File: config.mk
export PLATFORM = sky130hd
export DESIGN_NAME = float_add_pipeline
export DESIGN_NICKNAME = d
export VERILOG_FILES = /design/src/source/fp_add_pkg.sv /design/src/source/fp_align.sv /design/src/source/fp_mant_add.sv /design/src/source/fp_round_pack.sv /design/src/source/float_add_pipeline.sv
export VERILOG_INCLUDE_DIRS = /design/src /design/src/source
export SDC_FILE = /design/constraint.sdc
export NUM_CORES = 1
export LEC_CHECK = 0
export BUFFER_PORTS_ARGS = -buffer_cell sky130_fd_sc_hd__buf_2
export CORE_MARGIN = 10
export CORE_UTILIZATION = 30
export CTS_CLUSTER_SIZE = 16
export DETAILED_ROUTE_END_ITERATION = 10
export GPL_TIMING_DRIVEN = 0
export HOLD_SLACK_MARGIN = 0.1
export PLACE_DENSITY = 0.47
export SYNTH_ARGS = -nofsm -noshare
export SYNTH_HDL_FRONTEND = slang
export SYNTH_SLANG_ARGS = --single-unit
File: constraint.sdc
create_clock -name clk -period 12 [get_ports clk]
set_clock_uncertainty 0.1 [all_clocks]
set_input_delay 1.2 -clock clk [delete_from_list [all_inputs] [get_ports clk]]
set_output_delay 1.2 -clock clk [all_outputs]
set_load 0.05 [all_outputs]
File: src/source/fp_add_cfg.svh
/*
 fp adder configuration macros.
 single precision format widths, exponent bias and pipeline depth.
*/
`ifndef FP_ADD_CFG_SVH
`define FP_ADD_CFG_SVH

// ieee 754 single precision layout.
`define FP_EXP_W   8
`define FP_FRAC_W  23
`define FP_BIAS    127
`define FP_WORD_W  32

// hidden bit, fraction, then guard, round and sticky.
`define FP_EXT_W   (`FP_FRAC_W + 4)

// req to ack in clock cycles.
`define FP_LATENCY 3

`endif

File: src/source/fp_add_pkg.sv
/*
 fp adder types.
 float word view and the records passed between pipeline stages.
*/
`default_nettype none

`include "fp_add_cfg.svh"

package fp_add_pkg;

    typedef struct packed {
        logic                  sign;
        logic [`FP_EXP_W-1:0]  exp;
        logic [`FP_FRAC_W-1:0] frac;
    } fp_fields_t;

    // same word, raw or split into fields.
    typedef union packed {
        logic [`FP_WORD_W-1:0] bits;
        fp_fields_t            fields;
    } fp_word_u;

    // after alignment.
    typedef struct packed {
        logic                 valid;
        logic                 eff_sub;    // signs differ.
        logic                 sign;       // sign of larger magnitude.
        logic [`FP_EXP_W-1:0] exp;        // larger exponent.
        logic [`FP_EXT_W-1:0] mant_big;
        logic [`FP_EXT_W-1:0] mant_small; // already shifted, sticky in bit 0.
        logic                 zero;       // both operands zero.
    } aligned_t;

    // after add and normalize.
    typedef struct packed {
        logic                        valid;
        logic                        sign;
        // two extra bits so over/underflow stay visible.
        logic signed [`FP_EXP_W+1:0] exp;
        logic [`FP_EXT_W-1:0]        mant;
        logic                        zero;
    } normed_t;

endpackage

`default_nettype wire

File: src/source/fp_align.sv
/*
 fp adder input stage.
 unpacks both operands, orders them by magnitude and aligns the smaller one.
*/
`default_nettype none

`include "fp_add_cfg.svh"

module fp_align import fp_add_pkg::*; (
    input  wire logic     clk,
    input  wire logic     rst,
    input  wire logic     req,
    input  wire fp_word_u a,
    input  wire fp_word_u b,
    output aligned_t      stage1
);

    logic                                a_zero;
    logic                                b_zero;
    logic [`FP_EXP_W+`FP_FRAC_W-1:0]     a_mag;
    logic [`FP_EXP_W+`FP_FRAC_W-1:0]     b_mag;
    logic                                a_big;
    fp_word_u                            op_big;
    fp_word_u                            op_small;
    logic                                big_zero;
    logic                                small_zero;
    logic [`FP_EXP_W-1:0]                exp_diff;
    logic [`FP_EXT_W-1:0]                mant_big;
    logic [`FP_EXT_W-1:0]                mant_small;
    logic [`FP_EXT_W-1:0]                lost_mask;
    logic [`FP_EXT_W-1:0]                small_shift;

    // exponent zero means zero, denormals included.
    assign a_zero = (a.fields.exp == '0);
    assign b_zero = (b.fields.exp == '0);

    // exponent and fraction compare as one unsigned magnitude.
    assign a_mag = a_zero ? '0 : a.bits[`FP_WORD_W-2:0];
    assign b_mag = b_zero ? '0 : b.bits[`FP_WORD_W-2:0];
    assign a_big = (a_mag >= b_mag);

    assign op_big     = a_big ? a : b;
    assign op_small   = a_big ? b : a;
    assign big_zero   = a_big ? a_zero : b_zero;
    assign small_zero = a_big ? b_zero : a_zero;

    // hidden bit on top, three empty bits for guard, round, sticky.
    assign mant_big   = big_zero ? '0 : {1'b1, op_big.fields.frac, 3'b000};
    assign mant_small = small_zero ? '0 : {1'b1, op_small.fields.frac, 3'b000};

    assign exp_diff  = op_big.fields.exp - op_small.fields.exp;
    assign lost_mask = ~({`FP_EXT_W{1'b1}} << exp_diff); // bits falling off the end.

    always_comb begin
        if (exp_diff >= `FP_EXT_W) begin
            small_shift = {{(`FP_EXT_W-1){1'b0}}, |mant_small}; // only sticky left.
        end else begin
            small_shift    = mant_small >> exp_diff;
            small_shift[0] = small_shift[0] | (|(mant_small & lost_mask));
        end
    end

    always_ff @(posedge clk or posedge rst) begin
        if (rst) begin
            stage1 <= '0;
        end else begin
            stage1.valid      <= req;
            stage1.eff_sub    <= a.fields.sign ^ b.fields.sign;
            stage1.sign       <= op_big.fields.sign;
            stage1.exp        <= op_big.fields.exp;
            stage1.mant_big   <= mant_big;
            stage1.mant_small <= small_shift;
            stage1.zero       <= a_zero & b_zero;
        end
    end

endmodule

`default_nettype wire

File: src/source/fp_mant_add.sv
/*
 fp adder middle stage.
 adds or subtracts the aligned mantissas and renormalizes the result.
*/
`default_nettype none

`include "fp_add_cfg.svh"

module fp_mant_add import fp_add_pkg::*; (
    input  wire logic     clk,
    input  wire logic     rst,
    input  wire aligned_t stage1,
    output normed_t       stage2
);

    localparam int NW   = `FP_EXP_W + 2;            // working exponent width.
    localparam int LZ_W = $clog2(`FP_EXT_W + 1);    // holds a count of 0..27.

    logic [`FP_EXT_W:0]     sum;
    logic                   carry;
    logic                   sum_zero;
    logic [LZ_W-1:0]        lz;
    logic signed [NW-1:0]   exp_in;
    logic signed [NW-1:0]   exp_norm;
    logic [`FP_EXT_W-1:0]   mant_norm;

    // position of the top set bit, counted from the msb.
    function automatic logic [LZ_W-1:0] lead_zeros(input logic [`FP_EXT_W-1:0] v);
        logic [LZ_W-1:0] n;
        n = LZ_W'(`FP_EXT_W);
        for (int i = 0; i < `FP_EXT_W; i++) begin
            if (v[i]) begin
                n = LZ_W'(`FP_EXT_W - 1 - i); // higher bits win.
            end
        end
        return n;
    endfunction

    // big is never below small, so the difference stays positive.
    always_comb begin
        if (stage1.eff_sub) begin
            sum = {1'b0, stage1.mant_big} - {1'b0, stage1.mant_small};
        end else begin
            sum = {1'b0, stage1.mant_big} + {1'b0, stage1.mant_small};
        end
    end

    assign carry    = sum[`FP_EXT_W];
    assign sum_zero = (sum == '0);
    assign lz       = lead_zeros(sum[`FP_EXT_W-1:0]);
    assign exp_in   = signed'(NW'(stage1.exp));

    always_comb begin
        if (carry) begin
            // one step right, the dropped bit folds into sticky.
            mant_norm = {sum[`FP_EXT_W:2], sum[1] | sum[0]};
            exp_norm  = exp_in + NW'(1);
        end else begin
            // after cancellation. sticky moves up with the rest.
            mant_norm = sum[`FP_EXT_W-1:0] << lz;
            exp_norm  = exp_in - signed'(NW'(lz));
        end
    end

    always_ff @(posedge clk or posedge rst) begin
        if (rst) begin
            stage2 <= '0;
        end else begin
            stage2.valid <= stage1.valid;
            stage2.sign  <= (stage1.zero | sum_zero) ? 1'b0 : stage1.sign; // exact zero is +0.
            stage2.exp   <= exp_norm;
            stage2.mant  <= mant_norm;
            stage2.zero  <= stage1.zero | sum_zero;
        end
    end

endmodule

`default_nettype wire

File: src/source/fp_round_pack.sv
/*
 fp adder output stage.
 round to nearest even, clamp to infinity or zero, pack and register the result.
*/
`default_nettype none

`include "fp_add_cfg.svh"

module fp_round_pack import fp_add_pkg::*; (
    input  wire logic    clk,
    input  wire logic    rst,
    input  wire normed_t stage2,
    output logic         ack,
    output fp_word_u     out
);

    localparam int NW = `FP_EXP_W + 2;
    localparam int RW = `FP_FRAC_W + 2;                           // carry, hidden, fraction.
    localparam logic signed [NW-1:0] EXP_INF = NW'(2 * `FP_BIAS + 1); // all ones exponent.

    logic                   lsb;
    logic                   guard;
    logic                   rnd;
    logic                   sticky;
    logic                   round_up;
    logic [RW-1:0]          rounded;
    logic signed [NW-1:0]   exp_rnd;
    logic [`FP_FRAC_W-1:0]  frac_rnd;
    fp_word_u               result;

    assign lsb    = stage2.mant[3];
    assign guard  = stage2.mant[2];
    assign rnd    = stage2.mant[1];
    assign sticky = stage2.mant[0];

    // ties go to the even fraction.
    assign round_up = guard & (rnd | sticky | lsb);
    assign rounded  = {1'b0, stage2.mant[`FP_EXT_W-1:3]} + RW'(round_up);

    // 1.111..1 rounding up becomes 10.000..0.
    assign exp_rnd  = stage2.exp + NW'(rounded[RW-1]);
    assign frac_rnd = rounded[`FP_FRAC_W-1:0]; // all zero after that carry.

    always_comb begin
        result.bits = '0;
        if (stage2.zero) begin
            result.bits = '0;
        end else if (exp_rnd >= EXP_INF) begin
            result.fields.sign = stage2.sign; // signed infinity.
            result.fields.exp  = '1;
        end else if (exp_rnd <= 0) begin
            result.fields.sign = stage2.sign; // flush to zero.
        end else begin
            result.fields.sign = stage2.sign;
            result.fields.exp  = exp_rnd[`FP_EXP_W-1:0];
            result.fields.frac = frac_rnd;
        end
    end

    always_ff @(posedge clk or posedge rst) begin
        if (rst) begin
            ack      <= 1'b0;
            out.bits <= '0;
        end else begin
            ack <= stage2.valid;
            if (stage2.valid) begin
                out <= result; // held until the next ack.
            end
        end
    end

endmodule

`default_nettype wire

File: src/source/float_add_pipeline.sv
/*
 pipelined single precision adder.
 req/ack strobes, fixed three cycle latency, one new operand pair per cycle.
*/
`default_nettype none

module float_add_pipeline import fp_add_pkg::*; (
    input  wire logic     clk,
    input  wire logic     rst,
    input  wire logic     req,
    input  wire fp_word_u a,
    input  wire fp_word_u b,
    output logic          ack,
    output fp_word_u      out
);

    aligned_t stage1; // ordered and aligned operands.
    normed_t  stage2; // normalized sum before rounding.

    fp_align u_align (
        .clk    (clk),
        .rst    (rst),
        .req    (req),
        .a      (a),
        .b      (b),
        .stage1 (stage1)
    );

    fp_mant_add u_mant_add (
        .clk    (clk),
        .rst    (rst),
        .stage1 (stage1),
        .stage2 (stage2)
    );

    fp_round_pack u_round_pack (
        .clk    (clk),
        .rst    (rst),
        .stage2 (stage2),
        .ack    (ack),
        .out    (out)
    );

endmodule

`default_nettype wire

==> results of run 1 <==
flip-flops by register name, summed over array words and instances, names as in the netlist:
register / flops
u_round_pack.ack: 1
u_round_pack.out: 32
u_align.stage1: 63
u_mant_add.stage2: 40
critical path, delay by kind of cell:
| kind | cells | cell delay (ps) |
|---|---|---|
| buffers and inverters | 10 | 4680 |
| and+or+nand+nor | 10 | 2360 |
| AOI/OAI and AO/OA | 5 | 1380 |
| adders and majority gates | 3 | 920 |
| muxes | 2 | 770 |
| xor gates and xnor gates | 1 | 280 |
power by group through the flow:
stage | logic (W) | clock network [W] | registers (W)
2_1_floorplan | 0.00141 | 0 | 0.000825
3_3_place_gp | 0.00215 | 0 | 0.000680
3_5_place_dp | 0.00214 | 0 | 0.000683
4_1_cts | 0.00215 | 0.000540 | 0.000675
5_1_grt | 0.00237 | 0.000561 | 0.000692
6_report | 0.00217 | 0.000524 | 0.000673
cell families (layout without fill, tap and decap cells):
group	count (synthesis)	count (layout)	share of synthesized area (%)
flip-flops	136	136	25.22
AND/OR/NAND/NOR	650	650	22.70
XOR/XNOR	99	99	6.538
AO/OA/AOI/OAI	491	491	24.33
multiplexers	109	109	8.411
buffers and inverters	197	326	6.139
adder cells (fa/ha/maj)	72	72	6.658
what timing repair did:
item                                   4_1_cts  5_1_grt
setup endpoints to repair                    0        5
gates resized for setup                      0        2
endpoints found under the hold margin        0        0
hold buffers                                 0        0
area by class of cell:
type,instances,area (sq um),area share [%]
Buffer,109,498.0,3.244
Clock buffer,20,446.7,2.910
Clock inverter,12,142.6,0.9292
Inverter,88,335.3,2.185
Multi-Input combinational cell,1421,9275,60.43
Sequential cell,136,3403,22.17
Tap cell,592,740.7,4.826
Timing Repair Buffer,97,508.0,3.309
cell usage in the layout (no fill, tap or decap), types with 67 or more instances in the layout:
cell type  instances
buf_2            116
ha_1              67
dfrtp_1          136
nor2_1           170
a21oi_1          103
inv_1             84
nand2_1          209
nand3_1           78
mux2i_1           83
clkbuf_1          74
o21ai_0          114
worst min-delay path by stage:
| stage | cells past startpoint | endpoint | from |
|---|---|---|---|
| 2_1_floorplan | 0 | u_mant_add.stage2[39]$_DFF_PP0_ | u_align.stage1[65]$_DFF_PP0_ |
| 3_3_place_gp | 0 | u_mant_add.stage2[39]$_DFF_PP0_ | u_align.stage1[65]$_DFF_PP0_ |
| 3_5_place_dp | 0 | u_mant_add.stage2[39]$_DFF_PP0_ | u_align.stage1[65]$_DFF_PP0_ |
| 4_1_cts | 0 | u_mant_add.stage2[39]$_DFF_PP0_ | u_align.stage1[65]$_DFF_PP0_ |
| 5_1_grt | 0 | u_mant_add.stage2[39]$_DFF_PP0_ | u_align.stage1[65]$_DFF_PP0_ |
| 6_report | 0 | u_mant_add.stage2[39]$_DFF_PP0_ | u_align.stage1[65]$_DFF_PP0_ |
stage by stage:
step                utilization (%)  total power (W)
finish                        34.64         0.003367
global route                  34.64         0.003620
CTS                           34.60         0.003364
detailed placement            33.28         0.002820
global placement              33.20         0.002834
floorplan                         -         0.002238
per-layer routing:
metal | up-vias | GRT usage [%] | part of all wire, %
met3 | 87 | 2.382 | 4.6
li1 | 6565 | - | -
met2 | 438 | 31.07 | 48
met1 | 6631 | 23.18 | 44
met5 | - | 0 | 0
met4 | 0 | 7.351 | 3.4
==> results.sh, run 1 <==
export IMPL_outcome="finished, final reports clean"
export IMPL_switching_share_pct=50.91
export IMPL_routed_wl_mm=49.94
export IMPL_crit_required_ps=12190
export IMPL_max_stage_delay_ps=560
export IMPL_first_pass_iters=5
export IMPL_worst_path_max_fanout=10
export IMPL_grt_antenna_before_repair=0
export IMPL_dp_slack_ps=263.7
export IMPL_rsz0062_at_grt="no"
export IMPL_synth_fp_nets=1889
export IMPL_clk_latency_ps=440
export IMPL_grt_use_total_pct=18.35
export IMPL_cp_end_kind="flop"
export IMPL_r2r_start="u_align.stage1[1]$_DFF_PP0_"
export IMPL_cp_start_kind="input port"
export IMPL_seqPwrFrac_pct=20.0
export IMPL_finalMaxSlewViolations=0
export IMPL_ys_flop_type="dfrtp_1"
export IMPL_dp_hpwl_mm=40.57
export IMPL_maxCapViolCount=0
export IMPL_internal_power_w=0.001653
export IMPL_antenna_left=0
export IMPL_cp_startpoint="b[28]"
export IMPL_core_sq_um=44320
export IMPL_drc=0
export IMPL_placedCellCount=2443
export IMPL_clkPwrFrac_pct=15.6
export IMPL_grt_start_max_net_pins=75
export IMPL_area_delta_synth_final_pct=13.76
export IMPL_timing_hold_ws_ps=252.7
export IMPL_cts_root_buffer="clkbuf_16"
export IMPL_fin_tns_setup_ps=0
export IMPL_synth_common_cells="nand2_1 (209), nor2_1 (170), dfrtp_1 (136)"
export IMPL_yosysWarningCount=0
export IMPL_gp_congestion=0.9671
export IMPL_relSlewSlack_pct=21.10
export IMPL_yosys_top_cells_area="dfrtp_1 (25%), ha_1 (6.2%), mux2i_1 (6.2%)"
export IMPL_seq_area_frac_synth_pct=25.22
export IMPL_die_x_um=232.1
export IMPL_setup_violations=0
export IMPL_tightest_slew_ps=1175
export IMPL_die_area_sq_um=53860
export IMPL_synth_edff_count=0
export IMPL_rows=77
export IMPL_drive_above_1_share_pct=11.52
export IMPL_grt_overflow=0
export IMPL_cts_tree="built"
export IMPL_r2r_end="u_mant_add.stage2[36]$_DFF_PP0_"
export IMPL_cpMaxStageDelayCell="buf_1"
export IMPL_power_density_nw_per_um2=219.4
export IMPL_reg2reg_slack_ps=4100
export IMPL_final_hold_violation_count=0
export IMPL_path_class="in2reg"
export IMPL_io_buffers=96
export IMPL_layout_min_cycle_time_ps=11440
export IMPL_final_cells=2475
export IMPL_clock_sinks=136
export IMPL_worst_slack_ps=560.6
export IMPL_post_cts_buffers=0
export IMPL_htreeDepth=4
export IMPL_ir_worst_vdd_mv=0.1278
export IMPL_syn_area_per_cell_sq_um=7.693
export IMPL_reg2regPathDepth=31
export IMPL_cp_arrival_ps=11630
export IMPL_first_global_vias=13650
export IMPL_fillers=4756
export IMPL_netlist_area_sq_um=13490
export IMPL_yosysMostFrequentCell="nand2_1"
export IMPL_first_iter_violations=1405
export IMPL_ys_ff_latch=136
export IMPL_antenna_cells=0
export IMPL_initial_core_util_pct=30.45
export IMPL_timing_critical_path_to="u_align.stage1[1]$_DFF_PP0_"
export IMPL_nets=2005
export IMPL_pin_count=100
export IMPL_postSynthCellCount=1754
export IMPL_async_flop_share_pct=100.0
export IMPL_netSwitchingPower_w=0.001714
export IMPL_hold_path_class="reg2reg"
export IMPL_cts_buffers=17
export IMPL_wire_per_inst_um=20.18
export IMPL_crit_top_cell="clkbuf_1"
export IMPL_leakagePower_nw=6.673
export IMPL_vias=13720
export IMPL_clockBufferDepth=2
export IMPL_die_h_um=232.1
export IMPL_vias_per_cell=5.544
export IMPL_synth_area_leader_cell="dfrtp_1"
export IMPL_clk_pin_slew_ps=60
export IMPL_comb_power_share_pct=64.4
export IMPL_grt_pass1_wl_mm=78.43
export IMPL_placed_area_sq_um=14750
export IMPL_yosysUniqueCellTypes=100
export IMPL_stdcell_area_sq_um=15350
export IMPL_fin_crit_sh_pct=95.33
export IMPL_synth_top_area_share_pct=25.22
export IMPL_fmax_mhz=87.42
Power figures use the tool's default switching activity.
==> inputs of run 2 (changes only) <==
==> constraint.sdc (replaced) <==
create_clock -name clk -period 12 [get_ports clk]
set_clock_uncertainty 0.1 [all_clocks]
set_input_delay 0.6 -clock clk [delete_from_list [all_inputs] [get_ports clk]]
set_output_delay 0.6 -clock clk [all_outputs]
set_load 0.05 [all_outputs]
==> run 2 against run 1 <==
  * Combinational power about the same
  * Hold slack got worse by 140 ps
  * Setup slack better by 390 ps
  * Critical path type unchanged
  * Maximum frequency grew 3.5%
  * Cell area about the same
  * Highest routed layer unchanged
  * Largest cell class unchanged
  * Critical path depth unchanged
==> results.sh, run 2 (synthesized netlist as in run 1, its figures left out) <==
export IMPL_cts_tree="built"
export IMPL_max_stage_delay_ps=770
export IMPL_timing_hold_ws_ps=107.8
export IMPL_crit_required_ps=12190
export IMPL_drc=0
export IMPL_fin_crit_sh_pct=92.11
export IMPL_grt_overflow=0
export IMPL_cp_end_kind="flop"
export IMPL_grt_start_max_net_pins=75
export IMPL_vias=13680
export IMPL_crit_top_cell="clkbuf_1"
export IMPL_ir_worst_vdd_mv=0.1272
export IMPL_clockBufferDepth=2
export IMPL_worst_path_max_fanout=10
export IMPL_rows=77
export IMPL_netSwitchingPower_w=0.001715
export IMPL_grt_pass1_wl_mm=78.43
export IMPL_first_iter_violations=1379
export IMPL_cp_arrival_ps=11240
export IMPL_cts_root_buffer="clkbuf_16"
export IMPL_final_common_cell="nand2_1"
export IMPL_postCtsResizedCells=0
export IMPL_final_hold_violation_count=0
export IMPL_clock_sinks=136
export IMPL_nets=2005
export IMPL_gp_congestion=0.9671
export IMPL_routed_wl_mm=49.73
export IMPL_post_cts_buffers=0
export IMPL_dp_hpwl_mm=40.57
export IMPL_vias_per_cell=5.528
export IMPL_htreeDepth=4
export IMPL_grt_antenna_before_repair=0
export IMPL_tightest_slew_ps=1166
export IMPL_timing_critical_path_to="u_align.stage1[1]$_DFF_PP0_"
export IMPL_first_global_vias=13650
export IMPL_reg_top3="u_align.stage1 x63, u_mant_add.stage2 x40, u_round_pack.out x32"
export IMPL_layout_min_cycle_time_ps=11050
export IMPL_r2r_start="u_align.stage1[1]$_DFF_PP0_"
export IMPL_outcome="finished, final reports clean"
export IMPL_grt_use_total_pct=18.35
export IMPL_die_x_um=232.1
export IMPL_antenna_left=0
export IMPL_finalMaxSlewViolations=0
export IMPL_fin_tns_setup_ps=0
export IMPL_clkPwrFrac_pct=15.6
export IMPL_cts_buffers=17
export IMPL_reg2reg_slack_ps=4070
export IMPL_comb_power_share_pct=64.5
export IMPL_cp_start_kind="input port"
export IMPL_antenna_cells=0
export IMPL_reg2regPathDepth=31
export IMPL_seqPwrFrac_pct=20.0
export IMPL_first_pass_iters=6
export IMPL_hold_buffers=0
export IMPL_power_w=0.003368
export IMPL_largest_register_ffs=63
export IMPL_die_h_um=232.1
export IMPL_drive_above_1_share_pct=11.47
export IMPL_relSlewSlack_pct=21.73
export IMPL_rsz0062_at_grt="no"
export IMPL_largest_register="u_align.stage1"
export IMPL_wire_per_inst_um=20.09
export IMPL_core_sq_um=44320
export IMPL_r2r_end="u_mant_add.stage2[36]$_DFF_PP0_"
export IMPL_io_buffers=96
export IMPL_internal_power_w=0.001653
export IMPL_path_class="in2reg"
export IMPL_clk_pin_slew_ps=60
export IMPL_cpMaxStageDelayCell="xor2_1"
export IMPL_switching_share_pct=50.92
export IMPL_pin_count=100
export IMPL_power_density_nw_per_um2=219.6
export IMPL_setup_violations=0
export IMPL_final_cell_mix="nand2_1 (209), nor2_1 (170), dfrtp_1 (136)"
export IMPL_hold_path_class="in2async"
export IMPL_maxCapViolCount=0
export IMPL_die_area_sq_um=53860
export IMPL_initial_core_util_pct=30.45
export IMPL_clk_latency_ps=440
export IMPL_area_delta_synth_final_pct=13.66
export IMPL_cp_startpoint="b[28]"
export IMPL_fmax_mhz=90.47
export IMPL_leakagePower_nw=6.669
run 2: cell counts in the layout (fill, tap and decap cells not counted):
Identical to the previous run, type by type.
run 2: final cells by class:
cell class                 instances  area (sq um)
tap                              592         740.7
multi-input combinational       1421          9261
sequential                       136          3403
clock inverter                    12         142.6
buffer                           109         498.0
clock buffer                      20         446.7
inverter                          88         335.3
timing repair buffer              97         508.0
fill                            4755         28980
run 2: power groups by stage:
stage | Combinational [W] | Clock (W) | Sequential [W]
after global routing | 0.00237 | 0.000561 | 0.000692
after floorplan | 0.00141 | 0 | 0.000825
final | 0.00217 | 0.000524 | 0.000673
after detailed placement | 0.00214 | 0 | 0.000683
after CTS | 0.00215 | 0.000540 | 0.000675
after global placement | 0.00215 | 0 | 0.000680
run 2: how the worst min path moves through the flow:
stage          slack (ps)                          from  depth (start not counted)                               to
2_1_floorplan         230  u_align.stage1[65]$_DFF_PP0_                          0  u_mant_add.stage2[39]$_DFF_PP0_
3_3_place_gp          250  u_align.stage1[65]$_DFF_PP0_                          0  u_mant_add.stage2[39]$_DFF_PP0_
3_5_place_dp          250  u_align.stage1[65]$_DFF_PP0_                          0  u_mant_add.stage2[39]$_DFF_PP0_
4_1_cts               110                           rst                          2     u_align.stage1[62]$_DFF_PP0_
5_1_grt               150                           rst                          2     u_align.stage1[62]$_DFF_PP0_
6_report              110                           rst                          2     u_align.stage1[62]$_DFF_PP0_
run 2: metal layers:
metal | share of wire [%] | track usage, % | vias up | wire length, um
li1 | - | - | 6569 | -
met1 | 43 | 23.18 | 6593 | 21580
met2 | 48 | 31.07 | 436 | 24080
met3 | 4.9 | 2.382 | 84 | 2433
met4 | 3.3 | 7.351 | 0 | 1637
met5 | 0 | 0 | - | 0
run 2: per-stage QoR:
step	setup WS (ps)	cells	instance area (sq um)	utilization (%)
CTS	1302	2475	15340	34.60
floorplan	3991	1754	13490	-
finish	946.8	2475	15340	34.60
global route	449.6	2475	15340	34.60
detailed placement	863.7	2443	14750	33.28
global placement	735.1	2442	14710	33.20
run 2: critical path: cells and delay by family:
kind	cells	cell delay, ps
fa+ha+maj	3	910
simple gates	10	2300
mux	3	950
compound gates	4	930
xor+xnor	1	770
buf+inv	10	4730
==> inputs of run 3 (changes only) <==
CORE_MARGIN = 2   (was 10)
clock period = 12.5 ns   (was 12 ns; I/O delays follow)
==> run 3 against run 2 <==
  * Critical path depth is the same
  * Hold slack better by 66 ps
  * Die area down 13%
  * First-iteration DRC count is 17% lower
  * Combinational power is 4% lower
  * Sequential power decreased by 4.2%
  * Critical endpoint unchanged
  * Setup slack improved by 530 ps
==> results.sh, run 3 (synthesized netlist as in run 1, its figures left out) <==
export IMPL_grt_start_max_net_pins=75
export IMPL_area_delta_synth_final_pct=13.40
export IMPL_vias=13540
export IMPL_finalMaxSlewViolations=0
export IMPL_clockBufferDepth=2
export IMPL_vias_per_cell=5.469
export IMPL_leakagePower_nw=6.652
export IMPL_drc=0
export IMPL_grtUsageMet1_pct=27.23
export IMPL_fmax_mhz=90.68
export IMPL_ir_worst_vdd_mv=0.1372
export IMPL_grt_busiest_layer="met2"
export IMPL_cpMaxStageDelayCell="buf_1"
export IMPL_largest_register_ffs=63
export IMPL_max_stage_delay_ps=570
export IMPL_rows=77
export IMPL_outcome="finished, final reports clean"
export IMPL_hold_buffers=0
export IMPL_cts_tree="built"
export IMPL_initial_core_util_pct=30.45
export IMPL_cts_buffers=17
export IMPL_relSlewSlack_pct=24.79
export IMPL_routed_wl_mm=49.53
export IMPL_final_cell_mix="nand2_1 (209), nor2_1 (170), dfrtp_1 (136)"
export IMPL_worst_slack_ps=1472
export IMPL_core_sq_um=44320
export IMPL_cp_arrival_ps=11210
export IMPL_setup_violations=0
export IMPL_grt_use_met3_pct=2.582
export IMPL_grt_overflow=0
export IMPL_path_class="in2reg"
export IMPL_io_buffers=96
export IMPL_drive_above_1_share_pct=11.47
export IMPL_layout_min_cycle_time_ps=11030
export IMPL_met2_usage_pct=35.87
export IMPL_power_density_nw_per_um2=209.3
export IMPL_grt_antenna_before_repair=1
export IMPL_dp_hpwl_mm=40.35
export IMPL_clk_latency_ps=440
export IMPL_cp_start_kind="input port"
export IMPL_reg_top3="u_align.stage1 x63, u_mant_add.stage2 x40, u_round_pack.out x32"
export IMPL_tightest_slew_ps=1120
export IMPL_first_global_vias=13470
export IMPL_largest_register="u_align.stage1"
export IMPL_wire_per_inst_um=20.01
export IMPL_gp_congestion=0.9610
export IMPL_htreeDepth=4
export IMPL_cts_root_buffer="clkbuf_16"
export IMPL_rsz0062_at_grt="no"
export IMPL_clock_sinks=136
export IMPL_hold_path_class="in2async"
export IMPL_grt_pass1_wl_mm=77.84
export IMPL_antenna_cells=0
export IMPL_grt_use_total_pct=21.18
export IMPL_postCtsResizedCells=0
export IMPL_die_h_um=216.1
export IMPL_crit_required_ps=12680
export IMPL_final_common_cell="nand2_1"
export IMPL_first_iter_violations=1139
export IMPL_crit_top_cell="clkbuf_1"
export IMPL_fin_crit_sh_pct=88.22
export IMPL_worst_path_max_fanout=10
export IMPL_die_area_sq_um=46690
export IMPL_fin_tns_setup_ps=0
export IMPL_first_pass_iters=6
export IMPL_pin_count=100
export IMPL_fillers=4774
export IMPL_final_hold_violation_count=0
export IMPL_clk_pin_slew_ps=60
export IMPL_antenna_left=0
export IMPL_dp_slack_ps=1258
export IMPL_maxCapViolCount=0
export IMPL_post_cts_buffers=0
export IMPL_die_x_um=216.1
export IMPL_nets=2005
export IMPL_cp_end_kind="flop"
==> run 3: cell types whose count changed in the layout (fill, tap and decap cells not counted), sizes merged <==
| cell | change |
|---|---|
| clkbuf | -1 |
| bufinv | -1 |
| clkinvlp | +1 |
| inv | +1 |
==> run 3: area by class of cell <==
class | count | area, sq um | area share, %
plain buffers | 109 | 498.0 | 3.255
clock buffers | 19 | 432.9 | 2.829
clock inverters | 13 | 121.4 | 0.7932
inverters | 88 | 335.3 | 2.192
multi-input cells | 1421 | 9261 | 60.53
flip-flops and latches | 136 | 3403 | 22.24
well taps | 592 | 740.7 | 4.841
repair buffers | 97 | 508.0 | 3.320
==> run 3: critical path, delay by kind of cell <==
family          cells  cell delay [ps]
mux                 2              710
xor+xnor            1              350
fa+ha+maj           3              930
buf+inv            10             4710
compound gates      5             1380
simple gates       10             2460
==> run 3: worst paths after layout <==
| kind | depth (start not counted) | to | from | slack, ps |
|---|---|---|---|---|
| worst max-delay path | 31 | u_align.stage1[1]$_DFF_PP0_ | b[28] | 1470 |
| worst min-delay path | 2 | u_round_pack.out[25]$_DFFE_PP0P_ | rst | 170 |
| min in group clk | 1 | u_align.stage1[65]$_DFF_PP0_ | req | 190 |
| max in group asynchronous | 3 | u_align.stage1[3]$_DFF_PP0_ | rst | 11380 |
| worst min register to register | 0 | u_mant_add.stage2[39]$_DFF_PP0_ | u_align.stage1[65]$_DFF_PP0_ | 260 |
| worst max register to register | 31 | u_mant_add.stage2[36]$_DFF_PP0_ | u_align.stage1[1]$_DFF_PP0_ | 4500 |
==> run 3: per-stage QoR <==
step / total power [W] / hold slack, ps / cells / instance area, sq um / util (%)
floorplan: 0.002148 / 231.2 / 1754 / 13490 / -
global placement: 0.002710 / 251.4 / 2442 / 14710 / 33.20
detailed placement: 0.002708 / 241.8 / 2443 / 14750 / 33.28
CTS: 0.003202 / 171.2 / 2475 / 15300 / 34.53
global route: 0.003428 / 168.5 / 2475 / 15300 / 34.53
finish: 0.003202 / 173.5 / 2475 / 15300 / 34.53
==> run 3: per-layer routing <==
layer	wire, um	up-vias	part of all wire, %
li1	-	6564	-
met1	22160	6502	45
met2	23490	385	47
met3	1922	85	3.9
met4	1947	0	3.9
met5	0	-	0
==> run 3: where the power goes <==
group          internal, W  switching [W]  total (W)
logic             0.000721        0.00136    0.00208
registers         0.000564      0.0000804   0.000645
clock network     0.000275       0.000203   0.000478
